`src/hdl/bk_mem_config.svh`:
```
//////////////////////////////////////////////////////////////////////
// BK0011M memory subsystem constants
// SDRAM timing in clk_037 cycles, mode word and ROM boundary
//////////////////////////////////////////////////////////////////////

`ifndef BK_MEM_CONFIG_SVH
`define BK_MEM_CONFIG_SVH

// reset to end of init, 100 us plus margin
`define BK_SDRAM_STARTUP_CYCLES 10100

// 64 ms over 4096 rows, less a little
`define BK_SDRAM_REFRESH_CYCLES 1524

`define BK_SDRAM_RCD 3  // active to read/write
`define BK_SDRAM_CAS 3  // cas latency
`define BK_SDRAM_TRC 6  // idle after auto refresh
`define BK_SDRAM_TRP 3  // idle after auto precharge access

// mode register word
//   [12:10] reserved
//   [9]     single location write
//   [8:7]   standard operation
//   [6:4]   cas latency 3
//   [3]     sequential
//   [2:0]   burst length 1
`define BK_SDRAM_MODE 13'b000_1_00_011_0_000

// everything from here up is read only for the cpu
`define BK_ROM_BASE 25'h0E0000

`endif

```
`src/hdl/bk_mem_pkg.sv`:
```
//////////////////////////////////////////////////////////////////////
// BK0011M memory subsystem types
// address, data and command types, sequencer state encodings
//////////////////////////////////////////////////////////////////////

package bk_mem_pkg;

	typedef logic [15:0] cpu_addr_t;   // cpu bus address
	typedef logic [24:0] phys_addr_t;  // mapped byte address
	typedef logic [23:0] word_addr_t;  // bank 23:22, row 21:9, col 8:0
	typedef logic [15:0] data_t;
	typedef logic [1:0]  byte_sel_t;   // bit 1 is the high byte

	// {ncs, nras, ncas, nwe}
	typedef enum logic [3:0] {
		CMD_INHIBIT      = 4'b1111,
		CMD_NOP          = 4'b0111,
		CMD_ACTIVE       = 4'b0011,
		CMD_READ         = 4'b0101,
		CMD_WRITE        = 4'b0100,
		CMD_PRECHARGE    = 4'b0010,
		CMD_AUTO_REFRESH = 4'b0001,
		CMD_LOAD_MODE    = 4'b0000
	} sdram_cmd_t;

	// startup sequence steps, one cycle each except wait and done
	typedef enum logic [2:0] {
		INIT_WAIT,
		INIT_PRECHARGE,
		INIT_REFRESH1,
		INIT_REFRESH2,
		INIT_LOAD_MODE,
		INIT_DONE
	} init_step_t;

	typedef enum logic [2:0] {
		ST_INIT,
		ST_IDLE,
		ST_REFRESH_WAIT,
		ST_OPEN,
		ST_READ,
		ST_READ_WAIT,
		ST_WRITE,
		ST_PRE_WAIT
	} ctrl_state_t;

endpackage

```
`src/hdl/bk_page_reg.sv`:
```
//////////////////////////////////////////////////////////////////////
// BK0011M page register
// loaded from system register writes that carry the page bit 11
//////////////////////////////////////////////////////////////////////

`timescale 1ns/1ps

module bk_page_reg (
	input  logic              clk_037,
	input  logic              arst_n_i,
	input  logic              page_wr_i,
	input  bk_mem_pkg::data_t page_dat_i,
	output bk_mem_pkg::data_t page_o
);

	bk_mem_pkg::data_t page_q;

	// without bit 11 the write is meant for the other sysreg functions
	always_ff @(posedge clk_037 or negedge arst_n_i) begin
		if (!arst_n_i) begin
			page_q <= '0;
		end else if (page_wr_i && page_dat_i[11]) begin
			page_q <= page_dat_i;
		end
	end

	assign page_o = page_q;  // [14:12] window 1, [10:8] window 2

	//////////////////////////////////////////////////////////////////////
	// checks
	//////////////////////////////////////////////////////////////////////

	a_page_qualified : assert property (@(posedge clk_037) disable iff (!arst_n_i)
		!$stable(page_o) |-> $past(page_wr_i && page_dat_i[11]))
		else $error("bk_page_reg: page changed without a qualifying write");

endmodule

```
`config.mk`:
```
export PLATFORM = sky130hd
export DESIGN_NAME = bk_page_reg
export DESIGN_NICKNAME = d
export VERILOG_FILES = /design/src/hdl/bk_mem_config.svh /design/src/hdl/bk_mem_pkg.sv /design/src/hdl/bk_page_reg.sv
export SDC_FILE = /design/constraint.sdc
export NUM_CORES = 1
export LEC_CHECK = 0
export ABC_AREA = 1
export BUFFER_PORTS_ARGS = -buffer_cell sky130_fd_sc_hd__buf_2
export CAP_MARGIN = 10
export CORE_MARGIN = 2
export CORE_UTILIZATION = 43
export CTS_CLUSTER_SIZE = 8
export DETAILED_ROUTE_END_ITERATION = 10
export PLACE_DENSITY_LB_ADDON = 0.08
export SLEW_MARGIN = 20
export SYNTH_ARGS = -nofsm -noshare
export SYNTH_HDL_FRONTEND = slang
export SYNTH_SLANG_ARGS = --single-unit
```
`constraint.sdc`:
```
create_clock -name clk_037 -period 0.8 [get_ports clk_037]
set_input_delay 0.04 -clock clk_037 [delete_from_list [all_inputs] [get_ports clk_037]]
set_output_delay 0.04 -clock clk_037 [all_outputs]
set_load 0.05 [all_outputs]
```
# == Word-level counts from Yosys, hierarchy flattened ==
# Cells that the tools add are included.
# word_totals
in_bits,19
elab_cells,2
output_inout_bits,16
reg_bits,16
# op_classes
n_reduce_logical,1
# op_table
operator,count
logical AND 1 bit,1

# == Longest topological paths before layout ==
# Gate-level depths: netlist of run 1.
# depth
depth_word,1
depth_mapped,5
mapped_depth_nobuf,3

# == Least setup slack after synthesis of run 1 ==
# No wires, ideal clock.
# synth_path
path_kind,flip-flop to flip-flop
start,reg page_o[10] (netlist name)
end,"reg page_q[10], in the netlist page_o[10]"
setup_time_ns,0.119
path_stages_with_launch,3
path_slack_ns,-0.037
period_less_slack_ns,0.837
n_path_buf,0
arrival_time_ns,0.718
path_cell_list,dfrtp_1 -> nand2_2 -> nand2_1
# synth_rtl
element,line,text
"end signal, assigned",bk_page_reg.sv:23,page_q <= page_dat_i;
"end, declared",bk_page_reg.sv:16,bk_mem_pkg::data_t page_q;

# == Final worst setup path of run 1 ==
# layout_path
start,"reg page_q[6], in the netlist page_o[6]"
end,out page_o[6]
# layout_rtl
element,line,text
"end, declared",bk_page_reg.sv:13,output bk_mem_pkg::data_t page_o
# No word-level cell between the ends.

==> metrics.txt, run 1 <==
outcome=complete, but fails checks; failing checks=setup timing; # DRC=0; vias after detailed routing=678; Slew @ Worst Pin=357 ps; Syn Inst Count=69; Post-Syn Nets=88; DR pass1 iterations=2; # H-tree levels=1; synth unique cells=8; Register Area=420 um2; ANT cells=0; dpl cells=118; wire length per cell=11.4 um; global-route wire length before repair=2.79 mm; Max Slew Vio Count=0; DR iter-0 viols=7; number of I/O pins=35; Power per Cell Area=1990 nW/um2; Met2 Wirelength=927 um; Placeable Area=1520 um2; Synth Register Bits=16; share of layout cells above drive strength 1=0.588; CTS clock-pin slew for the worst setup and hold paths=100 ps; Worst Path Arrival=880 ps; ANT nets after route=0; Top FF cell, synth=dfrtp_1; TritonCTS clock tree=done; CP cell instances=buf_6; Congestion Overflow GR=0; Hold Fails Final Rpt=0; largest net degree at the start of global routing=17; Final GP Congestion=0.654; Max Clk Rate=1090 MHz; Stages on worst setup path=1; unrepaired setup endpoints after global routing=true; most frequent cell after synthesis=nand2_1; Post-synth EDFFs=0; critical path class=flop to primary output; Detailed Route WL=1.68 mm; Via density=4.61; Initial Utilization=0.461; CTS Sinks=16; CTS buffer count=3; max incr delay on CP=430 ps; reg2reg path depth=3; Hold Path Depth=3; Leak=0.641 nW; Clock Skew=0 ps; most frequent cells after synthesis=22 x nand2_1, 16 x dfrtp_1, 15 x nand3_1; CP top delay family=flip-flops; M1 wire length=668 um; nets=151; Synthesis Warnings=0; synth-to-layout area growth=76.7%; VDD IR max=1440 uV; Slew HR=0.762; crit path time final=915 ps; met3 wire len=63 um; Critical Path RT=760 ps; critical path endpoint category=primary output; Buf+Inv Stages, Crit Path=1; max reg flops=16; GR Util All Layers=0.199; synth top area cells=dfrtp_1 57%, nand2_1 12%, nand3_1 11%, nand2_2 8.0%, buf_6 6.4%; Layout Cells excl Fill=147; initial antenna violation count=0; setup TNS=-1640 ps; fillcell total=106; final worst path period share=1.14; critical path launch point type=flop; DP Wirelength=989 um; share of the synthesized area in the top cell type=0.569; DR top layer=met4; Netlist Area Pre-Place=703 um2; largest area contributor in the netlist=dfrtp_1; fraction of registers with async set/reset=1.00; Seq/Total Area, Yosys=0.569; vias in the first global route=660; worst min path class=input pin to flop; root buffer cell=clkbuf_4; die area=1970 um2; row count=14; slowest cell on the critical path=dfrtp_2; endpoints failing setup=16; Clock Latency Late Sink=290 ps; IO Port Bufs=34; Mean Syn Cell Area=10.2 um2; Multi-input gate area=234 um2; DIE HEIGHT=44.4 um; Die Span X=44.4 um; final setup margin=-115 ps; CTS max path bufs=2; Max Cap Viol=0; crit-path max FO=2
-- layout make-up --
type	instances	area share
timing repair buffer	63	0.425
sequential	16	0.338
multi-input combinational	47	0.188
clock buffer	4	0.0292
tap	16	0.0161
inverter	1	0.00302
-- through the flow --
step / worst slack [ps] / total power, mW / util / cell area [um2] / hold WS, ps
detailed placement: 150 / 1.66 / 0.576 / 878 / -25.6
global route: -145 / 2.58 / 0.815 / 1240 / 62.3
finish: -115 / 2.48 / 0.815 / 1240 / 61.7
global placement: 158 / 1.65 / 0.576 / 878 / -25.3
CTS: -133 / 2.48 / 0.810 / 1230 / 59.0
floorplan: 50.1 / 1.50 / - / 723 / -256
-- power by group --
group          internal (mW)  switching (mW)
clock                  0.277           0.276
sequential             0.920          0.0681
combinational          0.400           0.537
-- repair_timing --
action                                 CTS  global route
hold buffers                            16             0
endpoints found under the hold margin   31             0
resized for setup                       32             0
buffers inserted                         8             1
setup endpoints to repair               16            16
-- cell usage in the layout (no fill, tap or decap), drive strengths merged --
| master | n |
|---|---|
| buf | 47 |
| nand2 | 32 |
| dlygate4sd3 | 16 |
| dfrtp | 16 |
| nand3 | 15 |
| clkbuf | 4 |
| inv | 1 |
-- worst paths after layout --
check | startpoint | to | slack, ps
worst max-delay path | page_o[6] | page_o[6] | -120
worst min-delay path | page_dat_i[11] | page_o[15] | 60
worst max register to register | page_o[6] | page_o[6] | 30
worst min register to register | page_o[11] | page_o[11] | 490
max in group asynchronous | arst_n_i | page_o[12] | 340
min in group asynchronous | arst_n_i | page_o[1] | 180
-- cells by family (layout without fill, tap and decap cells) --
family / Yosys count / count (layout) / share of synthesized area
flip-flops: 16 / 16 / 0.569
buffers and inverters: 6 / 68 / 0.0979
AND/OR/NAND/NOR: 47 / 47 / 0.333
-- per-layer routing --
metal	track usage	vias up
met5	0	-
met4	0.133	0
met3	0.0490	2
met2	0.326	17
met1	0.230	317
li1	-	342
Power figures use the tool's default switching activity.
==> run 2: changes to the inputs <==
- HOLD_SLACK_MARGIN: not set -> 0.12
==> run 2 against run 1 <==
  * The run still ends with setup timing left
  * Cell count grew 0.68%
  * Setup slack is essentially flat
  * Clock skew is the same
  * Core utilization grew 0.66 points
  * Clock power shrank 2%
  * Largest power group unchanged
  * Via count grew 1.5%
  * Largest cell class unchanged
  * Critical path type unchanged
  * First-iteration DRC count shrank 29%
==> metrics.txt, run 2 (same netlist as run 1, synthesis figures left out) <==
outcome=complete, but fails checks (unchanged); failing checks=setup timing (unchanged); GR Util All Layers=0.203 (was 0.199); pre-CTS WS=150 ps (unchanged); critical path class=flop to primary output (unchanged); Congestion Overflow GR=0 (unchanged); critical path launch point type=flop (unchanged); Final GP Congestion=0.654 (unchanged); CTS max path bufs=2 (unchanged); Worst Path Arrival=880 ps (about the same); commonest non-fill, non-tap cells in the layout=22 x nand2_1, 18 x buf_2, 17 x dlygate4sd3_1 (was 22 x nand2_1, 18 x buf_2, 16 x dlygate4sd3_1, 16 x buf_6, 16 x dfrtp_2); DP Wirelength=989 um (unchanged); global-route wire length before repair=2.83 mm (was 2.79 mm); most common cell after layout, fill and taps aside=nand2_1 (unchanged); number of I/O pins=35 (unchanged); max reg flops=16 (unchanged); post-route cell area=1250 um2 (was 1240 um2); final worst path period share=1.14 (about the same); Placeable Area=1520 um2 (unchanged); CTS Sinks=16 (unchanged); Hold Fails Final Rpt=0 (unchanged); # H-tree levels=1 (unchanged); nets=152 (was 151); Post-CTS Hold Fix Bufs=17 (was 16); Critical Path RT=760 ps (about the same); CP top delay family=flip-flops (unchanged); VDD IR max=1440 uV (about the same); Clock Skew=0 ps (unchanged); Clock Latency Late Sink=280 ps (was 290 ps); worst min path class=input pin to flop (unchanged); Slew HR=0.761 (was 0.762); setup TNS=-1590 ps (was -1640 ps); Worst Hold Slack=102 ps (was 61.7 ps); initial antenna violation count=0 (unchanged); CTS clock-pin slew for the worst setup and hold paths=100 ps (about the same); Die Span X=44.4 um (unchanged); R2R Setup Slk=30 ps (about the same); dpl cells=118 (unchanged); Via density=4.65 (was 4.61); ANT cells=0 (unchanged); DIE HEIGHT=44.4 um (unchanged); Detailed Route WL=1.70 mm (was 1.68 mm); critical path endpoint category=primary output (unchanged); ANT nets after route=0 (unchanged); Stages on worst setup path=1 (unchanged); Slew @ Worst Pin=359 ps (was 357 ps); share of layout cells above drive strength 1=0.583 (was 0.588); IO Port Bufs=34 (unchanged); unrepaired setup endpoints after global routing=true (unchanged); final setup margin=-116 ps (was -115 ps); vias after detailed routing=688 (was 678); synth-to-layout area growth=78.1% (was 76.7%); Layout Cells excl Fill=148 (was 147); Initial Utilization=0.461 (unchanged); root buffer cell=clkbuf_4 (unchanged); Placement Cell Area=878 um2 (unchanged); CTS buffer count=3 (unchanged); DR iter-0 viols=5 (was 7); DR pass1 iterations=4 (was 2); Power per Cell Area=1970 nW/um2 (was 1990 nW/um2); Buf+Inv Stages, Crit Path=1 (unchanged); crit path time final=916 ps (was 915 ps); Max Slew Vio Count=0 (unchanged); crit-path max FO=2 (unchanged); reg2reg path depth=3 (unchanged); CP cell instances=buf_6 (unchanged); Max Clk Rate=1090 MHz (about the same); die area=1970 um2 (unchanged); row count=14 (unchanged); max incr delay on CP=430 ps (about the same); Hold Path Depth=3 (unchanged); wire length per cell=11.5 um (was 11.4 um); TritonCTS clock tree=done (unchanged); # DRC=0 (unchanged); largest net degree at the start of global routing=17 (unchanged); vias in the first global route=672 (was 660); Max Cap Viol=0 (unchanged); slowest cell on the critical path=dfrtp_2 (unchanged); fillcell total=104 (was 106); Leak=0.645 nW (was 0.641 nW); endpoints failing setup=16 (unchanged)
## run 2: changes by cell type in the layout (fill, tap and decap cells not counted), sizes merged
cell         before  now
dlygate4sd3      16   17
## run 2: per-layer routing
layer | part of all wire | vias to the layer above | wire length, um | GRT usage
met5 | 0 | - | 0 | 0
met4 | 0.018 | 0 | 31 | 0.133
met3 | 0.038 | 4 | 65 | 0.0490
met2 | 0.55 | 19 | 933 | 0.341
met1 | 0.39 | 321 | 668 | 0.227
li1 | - | 344 | - | -
## run 2: report_power, final
group,internal (mW),leakage [nW],switching (mW)
clock network,0.277,0.0210,0.267
logic,0.404,0.448,0.538
registers,0.920,0.176,0.0679
total,1.60,0.645,0.873
## run 2: layout make-up
cell class	instances	area (um2)	area share
repair buffers	64	538	0.430
flip-flops and latches	16	420	0.336
well taps	16	20.0	0.0160
inverters	1	3.75	0.00300
clock buffers	4	36.3	0.0290
multi-input cells	47	234	0.187
## run 2: path summary, 6_finish.rpt
path                               to        from
hold / removal              page_o[0]   page_wr_i
hold reg to reg            page_o[11]  page_o[11]
setup / recovery            page_o[6]   page_o[6]
min in group asynchronous   page_o[5]    arst_n_i
setup reg to reg            page_o[6]   page_o[6]
max in group asynchronous  page_o[13]    arst_n_i
## run 2: stage by stage
step	utilization	power, mW
finish	0.822	2.47
global route	0.822	2.58
CTS	0.817	2.48
detailed placement	0.576	1.66
global placement	0.576	1.65
floorplan	-	1.50
## run 2: timing repair
| action | in CTS | in global routing |
|---|---|---|
| endpoints found under the hold margin | 31 | 4 |
| setup buffers | 8 | 1 |
| endpoints found under the setup margin | 16 | 16 |
| resized for setup | 32 | 0 |
