[src/hdl/bk_mem_config.svh]
//////////////////////////////////////////////////////////////////////
// BK0011M memory subsystem constants
// SDRAM timing in clk_037 cycles, mode word and ROM boundary
//////////////////////////////////////////////////////////////////////

`ifndef BK_MEM_CONFIG_SVH
`define BK_MEM_CONFIG_SVH

// reset to end of init, 100 us plus margin
`define BK_SDRAM_STARTUP_CYCLES 10100

// 64 ms over 4096 rows, less a little
`define BK_SDRAM_REFRESH_CYCLES 1524

`define BK_SDRAM_RCD 3  // active to read/write
`define BK_SDRAM_CAS 3  // cas latency
`define BK_SDRAM_TRC 6  // idle after auto refresh
`define BK_SDRAM_TRP 3  // idle after auto precharge access

// mode register word
//   [12:10] reserved
//   [9]     single location write
//   [8:7]   standard operation
//   [6:4]   cas latency 3
//   [3]     sequential
//   [2:0]   burst length 1
`define BK_SDRAM_MODE 13'b000_1_00_011_0_000

// everything from here up is read only for the cpu
`define BK_ROM_BASE 25'h0E0000

`endif

[src/hdl/bk_mem_pkg.sv]
//////////////////////////////////////////////////////////////////////
// BK0011M memory subsystem types
// address, data and command types, sequencer state encodings
//////////////////////////////////////////////////////////////////////

package bk_mem_pkg;

	typedef logic [15:0] cpu_addr_t;   // cpu bus address
	typedef logic [24:0] phys_addr_t;  // mapped byte address
	typedef logic [23:0] word_addr_t;  // bank 23:22, row 21:9, col 8:0
	typedef logic [15:0] data_t;
	typedef logic [1:0]  byte_sel_t;   // bit 1 is the high byte

	// {ncs, nras, ncas, nwe}
	typedef enum logic [3:0] {
		CMD_INHIBIT      = 4'b1111,
		CMD_NOP          = 4'b0111,
		CMD_ACTIVE       = 4'b0011,
		CMD_READ         = 4'b0101,
		CMD_WRITE        = 4'b0100,
		CMD_PRECHARGE    = 4'b0010,
		CMD_AUTO_REFRESH = 4'b0001,
		CMD_LOAD_MODE    = 4'b0000
	} sdram_cmd_t;

	// startup sequence steps, one cycle each except wait and done
	typedef enum logic [2:0] {
		INIT_WAIT,
		INIT_PRECHARGE,
		INIT_REFRESH1,
		INIT_REFRESH2,
		INIT_LOAD_MODE,
		INIT_DONE
	} init_step_t;

	typedef enum logic [2:0] {
		ST_INIT,
		ST_IDLE,
		ST_REFRESH_WAIT,
		ST_OPEN,
		ST_READ,
		ST_READ_WAIT,
		ST_WRITE,
		ST_PRE_WAIT
	} ctrl_state_t;

endpackage

[src/hdl/sdram_req_if.sv]
//////////////////////////////////////////////////////////////////////
// single word request channel from the bus port to the SDRAM sequencer
//////////////////////////////////////////////////////////////////////

`timescale 1ns/1ps

interface sdram_req_if ();

	logic                   valid;  // held until done
	logic                   we;
	bk_mem_pkg::word_addr_t addr;
	bk_mem_pkg::byte_sel_t  wtbt;   // byte enables, 11 on reads
	bk_mem_pkg::data_t      wdata;
	logic                   done;   // one cycle pulse
	bk_mem_pkg::data_t      rdata;  // valid with done on reads

	modport port (
		output valid, we, addr, wtbt, wdata,
		input  done, rdata
	);

	modport ctrl (
		input  valid, we, addr, wtbt, wdata,
		output done, rdata
	);

endinterface

[src/hdl/bk_bus_port.sv]
//////////////////////////////////////////////////////////////////////
// CPU bus port
// strobe capture, BK0011M address map, ROM write drop and acknowledge
//////////////////////////////////////////////////////////////////////

`timescale 1ns/1ps
`include "bk_mem_config.svh"

module bk_bus_port (
	input  logic                  clk_037,
	input  logic                  arst_n_i,
	input  logic                  stb_i,
	input  logic                  we_i,
	input  bk_mem_pkg::byte_sel_t sel_i,
	input  bk_mem_pkg::cpu_addr_t adr_i,
	input  bk_mem_pkg::data_t     dat_i,
	output bk_mem_pkg::data_t     dat_o,
	output logic                  ack_o,
	input  bk_mem_pkg::data_t     page_i,
	sdram_req_if.port             req
);

	// page code to 16 KB RAM base
	function automatic bk_mem_pkg::phys_addr_t page_base(input logic [2:0] code);
		case (code)
			3'd6:    page_base = 25'h000000;
			3'd0:    page_base = 25'h004000;
			3'd2:    page_base = 25'h008000;
			3'd3:    page_base = 25'h00C000;
			3'd4:    page_base = 25'h010000;
			3'd1:    page_base = 25'h014000;
			3'd7:    page_base = 25'h018000;
			default: page_base = 25'h01C000;
		endcase
	endfunction

	logic                   stb_q;    // strobe last cycle
	logic                   map_q;    // request captured, mapping now
	logic                   drop_q;   // rom write, ack next
	logic                   valid_q;
	logic                   ack_q;
	logic                   we_q;
	bk_mem_pkg::cpu_addr_t  adr_q;
	bk_mem_pkg::byte_sel_t  sel_q;
	bk_mem_pkg::data_t      wdata_q;
	bk_mem_pkg::word_addr_t addr_q;
	bk_mem_pkg::data_t      rdata_q;
	bk_mem_pkg::phys_addr_t phys;
	logic                   new_stb;
	logic                   rom_wr;

	always_comb begin
		case (adr_q[15:14])
			2'b00:   phys = {11'd0, adr_q[13:0]};
			2'b01:   phys = page_base(page_i[14:12]) | {11'd0, adr_q[13:0]};
			2'b10:   phys = page_base(page_i[10:8]) | {11'd0, adr_q[13:0]};
			// 110 system rom, 111 empty area
			default: phys = (adr_q[13] ? 25'h100000 : 25'h0F0000) | {12'd0, adr_q[12:0]};
		endcase
	end

	assign new_stb = stb_i && !stb_q;
	assign rom_wr  = we_q && (phys >= `BK_ROM_BASE);

	always_ff @(posedge clk_037 or negedge arst_n_i) begin
		if (!arst_n_i) begin
			stb_q   <= 1'b0;
			map_q   <= 1'b0;
			drop_q  <= 1'b0;
			valid_q <= 1'b0;
			ack_q   <= 1'b0;
		end else begin
			stb_q  <= stb_i;
			map_q  <= new_stb;
			drop_q <= map_q && rom_wr;
			if (map_q && !rom_wr) begin
				valid_q <= 1'b1;
			end else if (req.done) begin
				valid_q <= 1'b0;
			end
			ack_q <= drop_q || req.done;
		end
	end

	always_ff @(posedge clk_037) begin
		if (new_stb) begin
			adr_q   <= adr_i;
			we_q    <= we_i;
			sel_q   <= sel_i;
			wdata_q <= dat_i;
		end
		if (map_q)
			addr_q <= phys[24:1];  // word address
		if (req.done && !we_q)
			rdata_q <= req.rdata;
	end

	assign req.valid = valid_q;
	assign req.we    = we_q;
	assign req.addr  = addr_q;
	assign req.wtbt  = we_q ? sel_q : 2'b11;
	assign req.wdata = wdata_q;
	assign dat_o     = rdata_q;  // held until next read
	assign ack_o     = ack_q;

	// the cpu must still be strobing when the ack is produced
	a_ack_with_stb : assert property (@(posedge clk_037) disable iff (!arst_n_i)
		ack_o |-> $past(stb_i))
		else $error("bk_bus_port: ack without strobe");

endmodule

[src/flat_wrapper.sv]
// flat-port wrapper written by rule: the top's interface ports become plain ports
module bk_bus_port_flat 
  (clk_037, arst_n_i, stb_i, we_i, sel_i, adr_i, dat_i, dat_o, ack_o, page_i, req_valid, req_we, req_addr, req_wtbt, req_wdata, req_done, req_rdata);
  sdram_req_if req_i ();
  input  logic clk_037;
  input  logic arst_n_i;
  input  logic stb_i;
  input  logic we_i;
  input  bk_mem_pkg::byte_sel_t sel_i;
  input  bk_mem_pkg::cpu_addr_t adr_i;
  input  bk_mem_pkg::data_t dat_i;
  output bk_mem_pkg::data_t dat_o;
  output logic ack_o;
  input  bk_mem_pkg::data_t page_i;
  output wire logic [$bits(req_i.valid)-1:0] req_valid;
  output wire logic [$bits(req_i.we)-1:0] req_we;
  output wire logic [$bits(req_i.addr)-1:0] req_addr;
  output wire logic [$bits(req_i.wtbt)-1:0] req_wtbt;
  output wire logic [$bits(req_i.wdata)-1:0] req_wdata;
  input wire logic [$bits(req_i.done)-1:0] req_done;
  input wire logic [$bits(req_i.rdata)-1:0] req_rdata;
  assign req_valid = req_i.valid;
  assign req_we = req_i.we;
  assign req_addr = req_i.addr;
  assign req_wtbt = req_i.wtbt;
  assign req_wdata = req_i.wdata;
  assign req_i.done = req_done;
  assign req_i.rdata = req_rdata;
  bk_bus_port u_core (.clk_037(clk_037), .arst_n_i(arst_n_i), .stb_i(stb_i), .we_i(we_i), .sel_i(sel_i), .adr_i(adr_i), .dat_i(dat_i), .dat_o(dat_o), .ack_o(ack_o), .page_i(page_i), .req(req_i));
endmodule
[config.mk]
export PLATFORM = sky130hd
export DESIGN_NAME = bk_bus_port_flat
export DESIGN_NICKNAME = d
export VERILOG_FILES = /design/src/hdl/bk_mem_pkg.sv /design/src/hdl/sdram_req_if.sv /design/src/hdl/bk_bus_port.sv /design/src/flat_wrapper.sv
export VERILOG_INCLUDE_DIRS = /design/src /design/src/hdl
export SDC_FILE = /design/constraint.sdc
export NUM_CORES = 1
export LEC_CHECK = 0
export ABC_AREA = 1
export BUFFER_PORTS_ARGS = -buffer_cell sky130_fd_sc_hd__buf_4
export CAP_MARGIN = 20
export CORE_MARGIN = 1.5
export CORE_UTILIZATION = 46
export CTS_BUF_LIST = sky130_fd_sc_hd__clkbuf_8
export DETAILED_ROUTE_END_ITERATION = 8
export PLACE_DENSITY_LB_ADDON = 0.2
export SYNTH_ARGS = -nofsm -noshare
export SYNTH_HDL_FRONTEND = slang
export SYNTH_SLANG_ARGS = --single-unit
[constraint.sdc]
create_clock -name clk_037 -period 3.2 [get_ports clk_037]
set_input_delay 0.64 -clock clk_037 [delete_from_list [all_inputs] [get_ports clk_037]]
set_output_delay 0.64 -clock clk_037 [all_outputs]
set_load 0.1 [all_outputs]
Yosys cells after proc, flatten, opt, wreduce, memory -nomap -nowiden
Index checks and enable logic that the tools add are counted.

Bits of input ports: 71. Logic and storage cells: 51. Register bits after elaboration: 80.

Magnitude comparators: 1. Reductions and logical operators: 13. Equality and inequality tests: 14. Multiplexer cells: 9. Bitwise logic cells: 3.

Operator list (number): 17-bit one-hot mux with 7 select lines (2); 25-bit one-hot mux with 3 select lines (1); 25-bit 2-to-1 mux (2); 25-bit by 14-bit OR with 25-bit output (2); 25-bit by 20-bit greater-or-equal comparator with 1-bit output (second input constant) (1); 25-bit by 13-bit OR with 25-bit output (1); 21-bit 2-to-1 mux (1); 3-bit equality test (second input constant) (6); 3-bit by 2-bit equality test with 1-bit output (second input constant) (4); 3-bit by 1-bit equality test with 1-bit output (second input constant) (2); 3-bit logical NOT (2); 1-bit logical AND (5); 1-bit logical NOT (3); 2-bit by 1-bit equality test with 1-bit output (second input constant) (1); 2-bit equality test (second input constant) (1); 2-bit logical NOT (1); 1-bit 2-to-1 mux (2); 2-bit 2-to-1 mux (1); 2-bit nonzero test (1); 1-bit logical OR (1).

Longest topological paths before layout
Depth in word-level cells: 10. Gate-level depth with buffers: 6. Mapped depth without buffers: 6.

Least setup slack after synthesis
Ideal clock, no wire load.

Kind: input to register. From: in stb_i. To: reg u_core.adr_q[10], enable pin. Path slack: 0.636 ns. Arrival: 2.137 ns. Cell stages on the path: 2. Cell sequence: inv_1 > nor2_1.

Longest elaborated chain between the ends: 1.

Ends and longest elaborated chain: start, declared (line flat_wrapper.sv:7) `input logic stb_i;`; 1-bit logical AND (line bk_bus_port.sv:62) `assign new_stb = stb_i && !stb_q;`; named net u_core.new_stb (line bk_bus_port.sv:49) `logic new_stb;`; end signal, assigned (line bk_bus_port.sv:87) `adr_q <= adr_i;`; end, declared (line bk_bus_port.sv:43) `bk_mem_pkg::cpu_addr_t adr_q;`.

The timed path passes the listed nets, and every way through them passes these cells. A chain may end at the register's enable or synchronous reset.

Worst setup path in the final report
From: reg u_core.we_q (netlist: u_core.req.we). To: out req_wtbt[0].

Longest elaborated chain between the ends: 1.

Ends and longest elaborated chain: start, declared (line bk_bus_port.sv:42) `logic we_q;`; start signal, assigned (line bk_bus_port.sv:88) `we_q <= we_i;`; 2-bit 2-to-1 mux (line bk_bus_port.sv:101) `assign req.wtbt = we_q ? sel_q : 2'b11;`; end, declared (line flat_wrapper.sv:18) `output wire logic [$bits(req_i.wtbt)-1:0] req_wtbt;`.

No other way between the ends.

==> flow_results.org <==
** Synthesis
- Mapped Area :: 2440 µm²
- After synthesis, the cell types taking the most area are edfxtp_1 84%, dfrtp_1 5.1%, nand2_1 3.1%, buf_4 1.8%, inv_1 1.8%.
- Proportion of synthesized area in mux cells :: 0
- #FFs+latches synth :: 73
- The synthesized netlist contains 15 unique library cells.
- Of the total synthesized cell area, the portion taken by XOR and XNOR cells is 0.
- Of the total synthesized cell area, the portion taken by full adders, half adders and majority gates is 0.
- Syn_area_per_cell :: 18.5 µm²
- The Yosys step of the flow raised 0 warnings.
- For this run, the register share of the synthesized area comes to 0.889.
- Cell count after synthesis :: 132
- The compound-gate portion of the synthesized area came to 0.00975.
- Area share of and/or/nand/nor cells after synthesis :: 0.0611
- Of the post-synthesis cell area, the dominant cell type holds 0.838.
- After synthesis, the largest family of logic cells by area is simple AND/OR/NAND/NOR gates.
- The largest total area in the synthesized netlist belongs to edfxtp_1.

** Clocking
- The root buffer cell chosen for the clock tree is clkbuf_8.
- The tree built by TritonCTS fans out to 73 sinks.
- Once the clock tree was built, the resizer swapped 0 gates to a different size.
- Worst-case clock buffer depth :: 2
- CTS built an H-tree with a depth of 3.
- Post-CTS clock slew at the launch and capture registers of the worst setup and hold paths :: 80 ps
- The number of hold buffers added after CTS was 0.
- Setup repair bufs after CTS :: 0
- Number of buffers created by CTS :: 9
- TritonCTS clock tree :: yes
- Clock Latency Late Sink :: 330 ps

** Floorplan
- Core area :: 5110 µm²
- Total Die Area :: 5740 µm²
- The initial utilization of the core area, before any placement, comes to 0.477.
- Die outline height :: 75.8 µm
- Standard-cell row count :: 26
- Horizontal extent of the die :: 75.8 µm
- Num ports :: 132

** Critical path
- Internal reg-to-reg setup slack :: 1670 ps
- Type of element capturing the critical path :: output port
- Worst Setup Start Kind :: register
- For this run, the slowest stage of the critical path takes 370 ps.
- Data required time of the critical path :: 2560 ps
- Crit-path cells :: inv_1, or2_2, buf_4
- STA puts the critical path data arrival time at 1290 ps.
- Critical-path top delay cell :: edfxtp_1
- Top fanout value on the critical path :: 4
- Setup CP Type :: reg -> out

** STA
- Of the available clock period, the critical path in the final layout requires 0.602.
- Rel. slew slack :: 0.376
- Setup repair after global routing left no endpoint under its margin.
- The number of failing hold endpoints at the final stage came to 0.
- Setup violations remaining at the end of the flow were counted as 0.
- Total negative slack for setup checks :: 0 ps
- Count of final max-slew check failures :: 0
- Post-Route Skew :: 10.8 ps
- Highest achievable clock rate :: 519 MHz
- Slew at the pin closest to its max-slew limit :: 934 ps
- Minimum clock period after layout :: 1930 ps

** Cells and area
- Commonest non-fill, non-tap cell in the layout :: buf_4
- Compared with the post-synthesis result, the final layout area differs by 48.5%.
- At the end of the flow the core is filled with cells to 0.708.
- The number of antenna diodes in the final layout is 0.
- Commonest cells after routing, fill and taps aside :: 117 x buf_4, 68 x edfxtp_1, 20 x nand2_1
- In the final layout, the share of cells above drive strength 1 is 0.531.
- In the final design database the tool counted 328 nets.
- The finished cells cover 3620 µm².

** Global route
- Remaining Overflow, GRT :: 0
- The number of antenna violations at the first check in global routing is 0.
- Wire length of the first global-routing pass :: 6150 µm
- Entering global routing, the biggest net connects 36 pins.
- The via count of the first global-routing pass came to 1,404.
- Across every metal layer, demand over resource in global routing totals 0.154.

** Pwr
- Switching power total :: 615 µW
- Of the total power, combinational logic draws 0.158.
- Portion of total power attributed to the clock network :: 0.364
- P_int :: 1700 µW
- In this run the static leakage power is 0.00156 µW.
- For this design the ratio of total power to cell area is 639 nW/µm².
- Power share of the sequential group :: 0.478
- Of the total power, the share spent switching nets is 0.266.
- VDD sags by at most 459 µV.

** Worst hold path
- Hold Path Class :: in -> async

** Route
- Initial DRC count :: 57
- For this run, design rule violations remaining after detail routing come to 0.
- Using the TritonRoute via totals, the vias-per-cell ratio works out to 4.36.
- Count of nets left with antenna violations after detail routing :: 0
- Summing over every cut layer, the via total after detailed routing is 1,446.
- The first detailed-routing pass took 4 iterations.
- After detailed routing, the total wire length is 4270 µm.
- WL per Instance :: 12.8 µm

** Placed design
- In this run the cell area measured after placement is 3380 µm².
- Weighted congestion reported at the end of routability-driven placement :: 0.833
- Sum of net half-perimeters after detailed placement :: 3090 µm
- # port buffers :: 116

** Flow run
- Max Cap Viol :: 0

** Status
- The run finished with clean final reports.
-- flip-flops by register name, indices dropped and copies added (netlist names) --
| name | flops |
|---|---|
| u_core.adr_q | 15 |
| u_core.req.addr | 18 |
| u_core.drop_q | 1 |
| u_core.req.we | 1 |
| u_core.sel_q | 2 |
| u_core.stb_q | 1 |
| u_core.req.valid | 1 |
| u_core.ack_o | 1 |
| u_core.dat_o | 16 |
| u_core.req.wdata | 16 |
| u_core.map_q | 1 |
-- power groups by stage --
stage / Clock, µW / Sequential [µW] / Combinational [µW]
2_1_floorplan: 0 / 1320 / 63.6
3_3_place_gp: 0 / 1120 / 363
3_5_place_dp: 0 / 1130 / 366
4_1_cts: 866 / 1100 / 366
5_1_grt: 895 / 1110 / 378
6_report: 841 / 1100 / 365
-- worst max-delay path, delay by kind of cell, from the launching register on --
| kind | cells | cell delay [ps] |
|---|---|---|
| buf+inv | 2 | 310 |
| flops | 1 | 370 |
| simple gates | 1 | 280 |
-- metal layers --
metal	routed length, µm	part of all wire	GRT usage	vias to the layer above
met1	1490	0.35	0.154	674
met5	0	0	0	-
met3	400	0.094	0.0701	4
met4	47	0.011	0.0972	0
li1	-	-	-	701
met2	2320	0.54	0.261	67
-- cell usage after synthesis --
library cell / instances
nand3_1: 3
edfxtp_1: 68
conb_1: 1
nor2_1: 7
dfrtp_1: 5
buf_4: 6
nor3b_1: 1
o21ai_1: 1
nand2_1: 20
o21ai_2: 1
inv_1: 12
inv_2: 1
or2_2: 3
nor2_2: 1
o21ai_0: 2
-- worst paths after layout --
kind | to | startpoint | cells after the start
worst max-delay path | req_wtbt[0] | u_core.req.we | 3
worst min-delay path | u_core.stb_q | arst_n_i | 1
worst max register to register | u_core.req.wdata[11] | u_core.stb_q | 1
worst min register to register | u_core.req.addr[2] | u_core.adr_q[3] | 0
max in group asynchronous | u_core.drop_q | arst_n_i | 1
min in group clk_037 | u_core.req.addr[2] | u_core.adr_q[3] | 0
-- kinds of logic after synthesis --
logic type	after synthesis
flip-flops	73
AND/OR/NAND/NOR	35
other	1
AO/OA/AOI/OAI	4
buffers and inverters	19
-- final cells by class --
| class | count | area, µm² |
|---|---|---|
| flip-flops and latches | 73 | 2170 |
| fillers | 396 | 1490 |
| repair buffers | 117 | 878 |
| multi-input cells | 43 | 195 |
| clock buffers | 9 | 124 |
| clock inverters | 7 | 118 |
| well taps | 70 | 87.6 |
| inverters | 13 | 48.8 |
-- through the flow --
stage | cells | hold slack [ps] | total power [µW] | setup slack, ps
finish | 332 | 94.8 | 2310 | 1270
floorplan | 135 | 344 | 1390 | 636
global placement | 316 | 400 | 1490 | 1320
detailed placement | 316 | 405 | 1490 | 1300
global route | 332 | 80.6 | 2380 | 1210
CTS | 332 | 80.7 | 2340 | 1240
Power figures use the tool's default switching activity.
