--- src/hdl/bk_mem_config.svh ---
//////////////////////////////////////////////////////////////////////
// BK0011M memory subsystem constants
// SDRAM timing in clk_037 cycles, mode word and ROM boundary
//////////////////////////////////////////////////////////////////////

`ifndef BK_MEM_CONFIG_SVH
`define BK_MEM_CONFIG_SVH

// reset to end of init, 100 us plus margin
`define BK_SDRAM_STARTUP_CYCLES 10100

// 64 ms over 4096 rows, less a little
`define BK_SDRAM_REFRESH_CYCLES 1524

`define BK_SDRAM_RCD 3  // active to read/write
`define BK_SDRAM_CAS 3  // cas latency
`define BK_SDRAM_TRC 6  // idle after auto refresh
`define BK_SDRAM_TRP 3  // idle after auto precharge access

// mode register word
//   [12:10] reserved
//   [9]     single location write
//   [8:7]   standard operation
//   [6:4]   cas latency 3
//   [3]     sequential
//   [2:0]   burst length 1
`define BK_SDRAM_MODE 13'b000_1_00_011_0_000

// everything from here up is read only for the cpu
`define BK_ROM_BASE 25'h0E0000

`endif

--- src/hdl/bk_mem_pkg.sv ---
//////////////////////////////////////////////////////////////////////
// BK0011M memory subsystem types
// address, data and command types, sequencer state encodings
//////////////////////////////////////////////////////////////////////

package bk_mem_pkg;

	typedef logic [15:0] cpu_addr_t;   // cpu bus address
	typedef logic [24:0] phys_addr_t;  // mapped byte address
	typedef logic [23:0] word_addr_t;  // bank 23:22, row 21:9, col 8:0
	typedef logic [15:0] data_t;
	typedef logic [1:0]  byte_sel_t;   // bit 1 is the high byte

	// {ncs, nras, ncas, nwe}
	typedef enum logic [3:0] {
		CMD_INHIBIT      = 4'b1111,
		CMD_NOP          = 4'b0111,
		CMD_ACTIVE       = 4'b0011,
		CMD_READ         = 4'b0101,
		CMD_WRITE        = 4'b0100,
		CMD_PRECHARGE    = 4'b0010,
		CMD_AUTO_REFRESH = 4'b0001,
		CMD_LOAD_MODE    = 4'b0000
	} sdram_cmd_t;

	// startup sequence steps, one cycle each except wait and done
	typedef enum logic [2:0] {
		INIT_WAIT,
		INIT_PRECHARGE,
		INIT_REFRESH1,
		INIT_REFRESH2,
		INIT_LOAD_MODE,
		INIT_DONE
	} init_step_t;

	typedef enum logic [2:0] {
		ST_INIT,
		ST_IDLE,
		ST_REFRESH_WAIT,
		ST_OPEN,
		ST_READ,
		ST_READ_WAIT,
		ST_WRITE,
		ST_PRE_WAIT
	} ctrl_state_t;

endpackage

--- src/hdl/sdram_refresh_timer.sv ---
//////////////////////////////////////////////////////////////////////
// SDRAM startup and refresh timer
// paces the init commands, then requests periodic auto refresh
//////////////////////////////////////////////////////////////////////

`timescale 1ns/1ps
`include "bk_mem_config.svh"

module sdram_refresh_timer (
	input  logic                   clk_037,
	input  logic                   arst_n_i,
	output bk_mem_pkg::init_step_t init_step_o,
	output logic                   init_done_o,
	output logic                   refresh_due_o,
	input  logic                   refresh_ack_i
);

	localparam int CNT_W = $clog2(`BK_SDRAM_STARTUP_CYCLES + 1);

	logic [CNT_W-1:0]       cnt_q;
	logic                   init_done_q;
	logic                   due_q;
	bk_mem_pkg::init_step_t step_q;

	always_ff @(posedge clk_037 or negedge arst_n_i) begin
		if (!arst_n_i) begin
			cnt_q       <= CNT_W'(`BK_SDRAM_STARTUP_CYCLES - 1);
			init_done_q <= 1'b0;
			due_q       <= 1'b0;
			step_q      <= bk_mem_pkg::INIT_WAIT;
		end else begin
			step_q <= init_done_q ? bk_mem_pkg::INIT_DONE : bk_mem_pkg::INIT_WAIT;
			if (!init_done_q) begin
				// refreshes 8 cycles apart, well over tRC
				case (cnt_q)
					CNT_W'(31): step_q <= bk_mem_pkg::INIT_PRECHARGE;
					CNT_W'(23): step_q <= bk_mem_pkg::INIT_REFRESH1;
					CNT_W'(15): step_q <= bk_mem_pkg::INIT_REFRESH2;
					CNT_W'(7):  step_q <= bk_mem_pkg::INIT_LOAD_MODE;
					default:    ;
				endcase
			end
			if (refresh_ack_i)
				due_q <= 1'b0;
			if (cnt_q == '0) begin
				cnt_q       <= CNT_W'(`BK_SDRAM_REFRESH_CYCLES - 1);
				init_done_q <= 1'b1;
				step_q      <= bk_mem_pkg::INIT_DONE;
				if (init_done_q)
					due_q <= 1'b1;  // set wins over a same cycle ack
			end else begin
				cnt_q <= cnt_q - 1'b1;
			end
		end
	end

	assign init_step_o   = step_q;
	assign init_done_o   = init_done_q;
	assign refresh_due_o = due_q;

	a_due_held : assert property (@(posedge clk_037) disable iff (!arst_n_i)
		$fell(refresh_due_o) |-> $past(refresh_ack_i))
		else $error("sdram_refresh_timer: refresh request dropped without ack");

endmodule

--- config.mk ---
export PLATFORM = sky130hd
export DESIGN_NAME = sdram_refresh_timer
export DESIGN_NICKNAME = d
export VERILOG_FILES = /design/src/hdl/bk_mem_pkg.sv /design/src/hdl/sdram_refresh_timer.sv
export VERILOG_INCLUDE_DIRS = /design/src /design/src/hdl
export SDC_FILE = /design/constraint.sdc
export NUM_CORES = 1
export LEC_CHECK = 0
export BUFFER_PORTS_ARGS = -buffer_cell sky130_fd_sc_hd__buf_2
export CAP_MARGIN = 20
export CORE_MARGIN = 1
export CORE_UTILIZATION = 50
export CTS_BUF_LIST = sky130_fd_sc_hd__clkbuf_8
export DETAILED_ROUTE_END_ITERATION = 8
export PLACE_DENSITY = 0.68
export SLEW_MARGIN = 25
export SYNTH_ARGS = -nofsm -noshare
export SYNTH_HDL_FRONTEND = slang
export SYNTH_SLANG_ARGS = --single-unit
--- constraint.sdc ---
create_clock -name clk_037 -period 3.5 [get_ports clk_037]
set_input_delay 0.35 -clock clk_037 [delete_from_list [all_inputs] [get_ports clk_037]]
set_output_delay 0.35 -clock clk_037 [all_outputs]
set_load 0.02 [all_outputs]
Yosys cells after proc, flatten, opt, wreduce, memory -nomap -nowiden
Cells that the tools add are included.
{"block": "word_totals", "out_inout_bits": 5, "wordCells": 18, "in_bits": 3, "register_bits": 19}
{"block": "classes", "reduce_logical": 1, "n_eq_ne": 4, "n_addsub": 1, "muxes": 8}
{"op": "$eq A14 B5 Y1 const B", "n": 2}
{"op": "$eq A14 B3 Y1 const B", "n": 1}
{"op": "$eq A14 B4 Y1 const B", "n": 1}
{"op": "$logic_not A14 Y1", "n": 1}
{"op": "$mux W14", "n": 1}
{"op": "$sub A14 B1 Y14 const B", "n": 1}
{"op": "$pmux W3 S4", "n": 1}
{"op": "$mux W3", "n": 3}
{"op": "$mux W1", "n": 3}

Depth between registers and ports, before layout
Gate-level depths: netlist of the first run.
{"block": "logic_depth", "depth_word": 4, "ltp_mapped": 5, "mapped_depth_nobuf": 5}

Least setup slack after synthesis of the first run
OpenSTA, ideal clock, no wires.
{"block": "synth_path", "path_type": "flip-flop to flip-flop", "startpoint": "register cnt_q[2]", "endpoint": "register cnt_q[13]", "stages_incl_launch_ff": 5, "setup_slack_ps": 1843, "synth_period_minus_slack_ps": 1657, "t_arrival_ps": 1573, "required_ps": 3415, "cell_sequence": "dfrtp_1 -> buf_6 -> or4_4 -> nor4_4 -> mux2_1"}
{"block": "synth_via", "elab_chain_len": 2, "word_cells_on_any_way": 3, "cone_classes": "add/sub: 1; mux: 1; reduce/logical: 1"}
{"element": "start: declaration", "line_no": "sdram_refresh_timer.sv:20", "source": "logic [CNT_W-1:0] cnt_q;"}
{"element": "start signal: assignment", "line_no": "sdram_refresh_timer.sv:27", "source": "cnt_q <= CNT_W'(`BK_SDRAM_STARTUP_CYCLES - 1);"}
{"element": "start signal: assignment", "line_no": "sdram_refresh_timer.sv:46", "source": "cnt_q <= CNT_W'(`BK_SDRAM_REFRESH_CYCLES - 1);"}
{"element": "start signal: assignment", "line_no": "sdram_refresh_timer.sv:52", "source": "cnt_q <= cnt_q - 1'b1;"}
{"element": "$sub A14 B1 Y14 / $logic_not A14 Y1 (equally long branches)", "line_no": "sdram_refresh_timer.sv:52, sdram_refresh_timer.sv:45"}
{"element": "$mux W14 (*)", "line_no": "sdram_refresh_timer.sv:45", "source": "if (cnt_q == '0) begin"}
Mark *: on every way between the ends. The rest lies on a longest branch, timed or not.
A chain may end at the register's enable or synchronous reset.

Worst setup path in the final report of the first run
{"block": "layout_path", "startpoint": "register cnt_q[0]", "endpoint": "register cnt_q[2]"}
The elaborated chain is that of the path after synthesis.

==> results.cfg, run 1 <==
[place]
placed_area_um2 = 987
numPortBuffers = 7
dp.cells = 115
dp_hpwl_um = 1220
gp_routability_congestion = 0.824

[timing]
rsz0062_at_grt = no
setup_viol = 0
finalHoldViolations = 0
relSlewSlack_pct = 44.1
holdWs_ns = 0.0172
tightestPinTransition_ns = 0.830
drv_slew = 0
setup-tns-final_ns = 0
min_period_over_period_pct = 53.8
clock_skew_ns = 0.00274
finalCriticalPeriod_ns = 1.88
fmax_mhz = 531

[drt]
drc = 0
drtIter0Drc = 11
ant_nets = 0
vias = 678
drt_first_pass_iters = 4
wl_um = 1790
wire_per_inst_um = 15.0
via_per_inst = 5.70

[outcome]
outcome = finished, final reports clean

[logic_synthesis]
ys_types = 35
syn_nets = 91
ys_ff_latch = 19
synth_top_area_cell = dfrtp_1
netlist.area_leader.share_pct = 26.6
synth_area_leaders = dfrtp_1 (27%), dfstp_2 (25%), xnor2_1 (2.8%)
yosysWarnings = 0
avgSynthCellArea_um2 = 11.0
synthCells = 86
seq_area_frac_synth_pct = 51.7
syn-cell-area_um2 = 942

[clock_network]
hold_buffers = 0
clock_latency_ns = 0.25
cts.repair.resized = 0
clock_sinks = 19
htreeDepth = 1
clockRootBuffer = clkbuf_8
tritoncts = built
clockBufferDepth = 2
cts_made_buffers = 3
path_clk_slew_ns = 0.07
cts_setup_buffers = 0

[setup_path]
critPathLaunchType = flip-flop
required_ns = 3.65
worstPathArrival_ns = 2.03
end_kind = flip-flop
path_max_fanout = 7
critical_path_class = reg2reg

[global_route]
grt_pass1_wl_um = 3020
grtUsageTotal_pct = 21.3
antenna_found_initial = 0
grt_max_degree = 20
grt-ovfl-total = 0
grt_pass1_vias = 624

[floorplan]
fp.coreArea_um2 = 1750
dieArea_um2 = 2060
pin_count = 8
fp.dieW_um = 45.4
start_util_pct = 54.0
rows = 15
die-height_um = 45.4

[pwr]
power.density_nw_per_um2 = 363
p_leak_nw = 0.435
peakVddDrop_mv = 0.210

[finish]
layout_common_cells = dfrtp_1 (10), dfstp_2 (9), buf_2 (7)
syn2layout_area_growth_pct = 9.69
fin_nets = 100
stdcell_count = 119
final_layout_size_suffix_gt1_share_pct = 27.7
post-route-util_pct = 59.2
nFillCells = 164
mostFrequentLayoutCell = dfrtp_1
stdcell_area_um2 = 1030
diodes = 0

[job]
maxCapViolations = 0

[hold_path]
hp-class = in2async
flip-flops by register name (all words and copies together), names as in the netlist:
register and flops:
refresh_due_o 1, cnt_q 14, init_step_o 3, init_done_o 1
area by class of cell:
cell class	count	area, um^2	area share, %
clock buffer	3	41.3	4.00
clock inverter	1	5.00	0.484
inverter	6	22.5	2.18
multi-input combinational	58	412	39.8
sequential	19	487	47.1
tap	25	31.3	3.03
timing repair buffer	7	35.0	3.39
Yosys cell counts:
library cell	instances
nor3_1	1
inv_1	6
and3_1	1
or4_1	2
or3_1	2
o221a_2	1
nand4_1	4
nand3_1	4
a21o_1	2
xnor2_1	3
o21bai_1	1
nor2_1	6
nor4_4	1
or4b_2	1
o31a_1	2
mux2_1	1
o21ai_1	1
mux2_2	1
o21ai_0	3
buf_2	2
nor4_1	3
a21boi_0	1
nand2_1	5
xor2_1	2
nor4b_2	1
o31ai_1	2
o22ai_1	1
dfstp_2	9
and2_1	1
buf_6	1
a31oi_1	1
ha_1	2
nor2b_1	1
or4_4	1
dfrtp_1	10
path summary, 6_finish.rpt:
kind                            cells after the start  slack (ns)                       end                    start
worst max-delay path                                5        1.62        cnt_q[2]$_DFF_PN0_       cnt_q[0]$_DFF_PN1_
worst min-delay path                                1        0.02        cnt_q[7]$_DFF_PN0_                 arst_n_i
worst max register to register                      5        1.62        cnt_q[2]$_DFF_PN0_       cnt_q[0]$_DFF_PN1_
worst min register to register                      1        0.46  init_step_o[1]$_DFF_PN0_  init_done_o$_DFFE_PN0P_
max in group asynchronous                           1        3.15        cnt_q[0]$_DFF_PN1_                 arst_n_i
min in group clk_037                                2        0.27   refresh_due_o$_DFF_PN0_            refresh_ack_i
through the flow:
step,total power [mW],setup slack (ns)
global placement,0.229,1.74
floorplan,0.224,1.84
global route,0.392,1.42
CTS,0.381,1.60
detailed placement,0.229,1.62
finish,0.376,1.62
report_power, final:
group                  switching, mW  leakage [nW]  internal [mW]
Combinational                0.00411         0.197       0.000784
Clock                         0.0716        0.0255         0.0791
Sequential     0.0000000000000000227         0.212          0.220
Total                         0.0757         0.435          0.300
cells by family (layout without fill, tap and decap cells):
logic type      Yosys count  after routing  synth area share [%]
xor+xnor                  5              5                  4.65
buf+inv                   9             17                  4.65
simple gates             34             34                  22.7
fa+ha+maj                 2              2                  2.66
compound gates           15             15                  11.3
flops                    19             19                  51.7
mux                       2              2                  2.39
layer usage:
layer	GRT usage [%]	vias up	part of all wire, %
met5	0	-	0
met4	9.09	0	1.2
met3	4.76	2	2.6
met2	30.0	10	47
met1	31.1	337	50
li1	-	329	-
worst max-delay path, cell delays in order (launching register included):
cell     delay [ns]
dfstp_2        0.40
inv_1          0.06
ha_1           0.21
nor4b_2        0.51
nand4_1        0.35
and2_1         0.25
No activity file was read; power rests on OpenSTA's default activity.
==> run 2: changes to the inputs <==
- clock period: 3.5 -> 2 ns (I/O delays scaled with it)
==> results.cfg, run 2 (synthesis gave the netlist of run 1 again) <==
[drt]
wire_per_inst_um = 13.3
vias = 655
ant_nets = 0
wl_um = 1630
drtIter0Drc = 11
drt_first_pass_iters = 4
via_per_inst = 5.33
drc = 0

[global_route]
grt_pass1_vias = 598
antenna_found_initial = 0
grtUsageTotal_pct = 18.8
grt-ovfl-total = 0
grt_max_degree = 20
grt_pass1_wl_um = 2700

[place]
numPortBuffers = 7
placed_area_um2 = 1010
dp_hpwl_um = 1140
dp.cells = 118
gp_routability_congestion = 0.855

[timing]
tightestPinTransition_ns = 0.409
relSlewSlack_pct = 72.7
setup-tns-final_ns = 0
finalCriticalPeriod_ns = 1.75
fmax_mhz = 571
clock_skew_ns = 0.000496
min_period_over_period_pct = 87.5
rsz0062_at_grt = no
setup_viol = 0
drv_slew = 0
finalHoldViolations = 0

[finish]
top_register = cnt_q
final_layout_size_suffix_gt1_share_pct = 28.6
stdcell_area_um2 = 1070
syn2layout_area_growth_pct = 13.9
fin_nets = 104
diodes = 0
stdcell_count = 123
mostFrequentLayoutCell = dfrtp_1
largest_register_ffs = 14
layout_common_cells = dfrtp_1 (10), dfstp_2 (9), inv_1 (7), buf_2 (7), nor2_1 (6)

[pwr]
power.density_nw_per_um2 = 606
p_leak_nw = 0.457
peakVddDrop_mv = 0.573

[clock_network]
htreeDepth = 1
clockRootBuffer = clkbuf_8
clock_sinks = 19
clockBufferDepth = 2
cts_setup_buffers = 0
tritoncts = built
clock_latency_ns = 0.25
path_clk_slew_ns = 0.07
cts_made_buffers = 3

[setup_path]
path_max_fanout = 7
path_buf_inv = 1
rr_startpoint = cnt_q[0]$_DFF_PN1_
critical_path_class = reg2reg
required_ns = 2.14
worst_path_largest_cell_delay_ns = 0.39
slowest_stage = dfstp_2
worstPathArrival_ns = 1.89
end_kind = flip-flop
crit_family = simple AND/OR/NAND/NOR gates
critPathLaunchType = flip-flop
critical_path.startpoint = cnt_q[0]$_DFF_PN1_
crit_path_cell_trace = inv_1 > ha_1 > nor4b_4 > nand4_1 > and2_1

[outcome]
outcome = finished, final reports clean

[job]
maxCapViolations = 0

[floorplan]
die-height_um = 45.4
fp.dieW_um = 45.4
rows = 15
fp.coreArea_um2 = 1750
dieArea_um2 = 2060
start_util_pct = 54.0
pin_count = 8

[hold_path]
hp-start = refresh_ack_i
hp-class = in2reg
run 2: changes by cell type in the layout (fill, tap and decap cells not counted), sizes merged:
| cell | previous run | this run |
|---|---|---|
| inv | 6 | 7 |
| dlygate4sd3 | 0 | 1 |
| buf | 7 | 10 |
| clkinv | 1 | 0 |
run 2: worst reg2reg max path, cell delays in order, from the launching register on:
cell	delay, ns
dfstp_2	0.39
inv_1	0.06
ha_1	0.23
nor4b_4	0.38
nand4_1	0.33
and2_1	0.25
run 2: cell type report:
cell class,instances,area [um^2]
flip-flops and latches,19,487
multi-input cells,58,420
clock inverters,1,3.75
fillers,156,672
inverters,6,22.5
clock buffers,3,41.3
repair buffers,11,67.6
well taps,25,31.3
run 2: final timing paths:
| path | slack, ns | cells after the start | to |
|---|---|---|---|
| worst max-delay path | 0.25 | 5 | cnt_q[2]$_DFF_PN0_ |
| worst min-delay path | 0.13 | 2 | refresh_due_o$_DFF_PN0_ |
| worst max register to register | 0.25 | 5 | cnt_q[2]$_DFF_PN0_ |
| worst min register to register | 0.45 | 1 | init_step_o[1]$_DFF_PN0_ |
| max in group asynchronous | 1.27 | 2 | cnt_q[0]$_DFF_PN1_ |
| min in group asynchronous | 0.41 | 2 | cnt_q[11]$_DFF_PN0_ |
run 2: what timing repair did:
action / in CTS / in global routing
resized for setup: 0 / 1
setup endpoints to repair: 0 / 2
hold buffers: 1 / 0
endpoints found under the hold margin: 10 / 0
run 2: per-stage QoR:
| step | util [%] | total power [mW] | setup slack [ns] | hold slack [ns] |
|---|---|---|---|---|
| 2_1_floorplan | - | 0.392 | 0.343 | -0.0956 |
| 3_3_place_gp | 57.8 | 0.401 | 0.0860 | 0.152 |
| 3_5_place_dp | 57.8 | 0.401 | 0.0880 | 0.155 |
| 4_1_cts | 61.0 | 0.662 | 0.0568 | 0.122 |
| 5_1_grt | 61.5 | 0.679 | 0.125 | 0.115 |
| 6_report | 61.5 | 0.651 | 0.250 | 0.126 |
run 2: power breakdown:
group | switching, mW | internal [mW] | total, mW | leakage, nW
clock | 0.120 | 0.136 | 0.256 | 0.0269
sequential | 0.0000000000000000380 | 0.385 | 0.385 | 0.212
combinational | 0.00732 | 0.00264 | 0.00996 | 0.218
total | 0.127 | 0.524 | 0.651 | 0.457
run 2: per-layer routing:
| metal | GRT usage, % | wire length (um) | vias to the layer above |
|---|---|---|---|
| li1 | - | - | 336 |
| met1 | 26.3 | 812 | 307 |
| met2 | 26.9 | 749 | 10 |
| met3 | 7.14 | 58 | 2 |
| met4 | 5.45 | 11 | 0 |
| met5 | 0 | 0 | - |
==> run 3: changes to the inputs <==
- CELL_PAD_IN_SITES_DETAIL_PLACEMENT: default -> 0
- CELL_PAD_IN_SITES_GLOBAL_PLACEMENT: default -> 2
- CORE_UTILIZATION: 50 -> 40
- PLACE_DENSITY: 0.68 -> 0.79
==> results.cfg, run 3 (synthesis gave the netlist of run 1 again) <==
[timing]
min_period_over_period_pct = 88.7
setup_viol = 0
tightestPinTransition_ns = 0.420
finalCriticalPeriod_ns = 1.77
finalHoldViolations = 0
fmax_mhz = 564
relSlewSlack_pct = 72.0
clock_skew_ns = 0.00155
drv_slew = 0
rsz0062_at_grt = no
setup-tns-final_ns = 0

[finish]
syn2layout_area_growth_pct = 14.3
multi_input_area_um2 = 412
stdcell_area_um2 = 1080
top_register = cnt_q
nFillCells = 217
fin_nets = 105
mostFrequentLayoutCell = dfrtp_1
diodes = 0
final_layout_size_suffix_gt1_share_pct = 30.3
seq_area_um2 = 487
largest_register_ffs = 14
layout_common_cells = dfrtp_1 (10), dfstp_2 (9), buf_2 (7)

[floorplan]
start_util_pct = 42.6
fp.coreArea_um2 = 2210
pin_count = 8
dieArea_um2 = 2550
die-height_um = 50.5
rows = 17
fp.dieW_um = 50.5

[place]
gp_routability_congestion = 0.727
placed_area_um2 = 1020
dp_hpwl_um = 1240
numPortBuffers = 7

[drt]
wire_per_inst_um = 13.2
drc = 0
ant_nets = 0
vias = 686
drtIter0Drc = 21
drt_first_pass_iters = 4
wl_um = 1670
via_per_inst = 5.40

[clock_network]
cts_setup_buffers = 0
clockRootBuffer = clkbuf_8
path_clk_slew_ns = 0.07
htreeDepth = 1
tritoncts = built
clockBufferDepth = 2
clock_sinks = 19
clock_latency_ns = 0.25
cts_made_buffers = 3

[global_route]
grt_pass1_wl_um = 2920
grt-ovfl-total = 0
grt_max_degree = 20
antenna_found_initial = 0
grt_pass1_vias = 663
grtUsageTotal_pct = 15.7

[pwr]
peakVddDrop_mv = 0.365
power.density_nw_per_um2 = 612
p_leak_nw = 0.461

[hold_path]
hp-class = in2reg

[outcome]
outcome = finished, final reports clean

[setup_path]
required_ns = 2.14
worstPathArrival_ns = 1.92
critical_path_class = reg2reg
end_kind = flip-flop
critPathLaunchType = flip-flop
path_max_fanout = 6

[job]
maxCapViolations = 0
## run 3: changes by cell type in the layout (fill, tap and decap cells not counted), sizes merged
cell,before,now
inv,7,6
clkinv,0,1
buf,10,11
## run 3: per-stage QoR
step           total power [mW]  setup WS [ns]  util, %  hold slack (ns)  instances
6_report                  0.659          0.227     48.7            0.122        127
5_1_grt                   0.679          0.184     48.7            0.139        127
4_1_cts                   0.666          0.232     48.7            0.121        127
3_5_place_dp              0.401          0.242     46.2            0.158        122
3_3_place_gp              0.401          0.256     46.2            0.151        122
2_1_floorplan             0.392          0.343        -          -0.0956         86
## run 3: path summary, 6_finish.rpt
| check | start | to | slack (ns) | cells past startpoint |
|---|---|---|---|---|
| max in group asynchronous | arst_n_i | cnt_q[8]$_DFF_PN1_ | 1.26 | 2 |
| setup / recovery | cnt_q[0]$_DFF_PN1_ | cnt_q[7]$_DFF_PN0_ | 0.23 | 6 |
| min in group asynchronous | arst_n_i | cnt_q[11]$_DFF_PN0_ | 0.41 | 2 |
| setup reg to reg | cnt_q[0]$_DFF_PN1_ | cnt_q[7]$_DFF_PN0_ | 0.23 | 6 |
| hold reg to reg | init_done_o$_DFFE_PN0P_ | init_step_o[1]$_DFF_PN0_ | 0.47 | 1 |
| hold / removal | refresh_ack_i | refresh_due_o$_DFF_PN0_ | 0.12 | 2 |
## run 3: worst max-delay path, stage by stage, from the launching register on
cell and delay [ns]:
dfstp_2 0.58, inv_1 0.06, ha_1 0.23, nor4b_2 0.18, buf_4 0.17, and3_1 0.20, o221a_2 0.25
## run 3: final cells by class
type                            instances  share of cell area, %
Clock buffer                            3                   3.83
Sequential cell                        19                   45.2
Timing Repair Buffer                   12                   6.97
Inverter                                6                   2.09
Multi-Input combinational cell         58                   38.2
Tap cell                               28                   3.25
Clock inverter                          1                  0.465
## run 3: timing repair
item                      in CTS  in global routing
resized for setup              0                  0
hold endpoints to repair      10                  0
hold buffers                   1                  0
## run 3: per-layer routing
| metal | wire length [um] | vias to the layer above | track usage, % |
|---|---|---|---|
| met5 | 0 | - | 0 |
| met3 | 97 | 4 | 3.94 |
| met2 | 756 | 21 | 23.8 |
| li1 | - | 338 | - |
| met1 | 788 | 323 | 20.7 |
| met4 | 29 | 0 | 7.87 |
## run 3: report_power, final
group / internal, mW / switching [mW] / leakage (nW) / total, mW
combinational: 0.00264 / 0.00752 / 0.223 / 0.0102
sequential: 0.385 / 0.0000000000000000350 / 0.212 / 0.385
clock: 0.138 / 0.126 / 0.0255 / 0.264
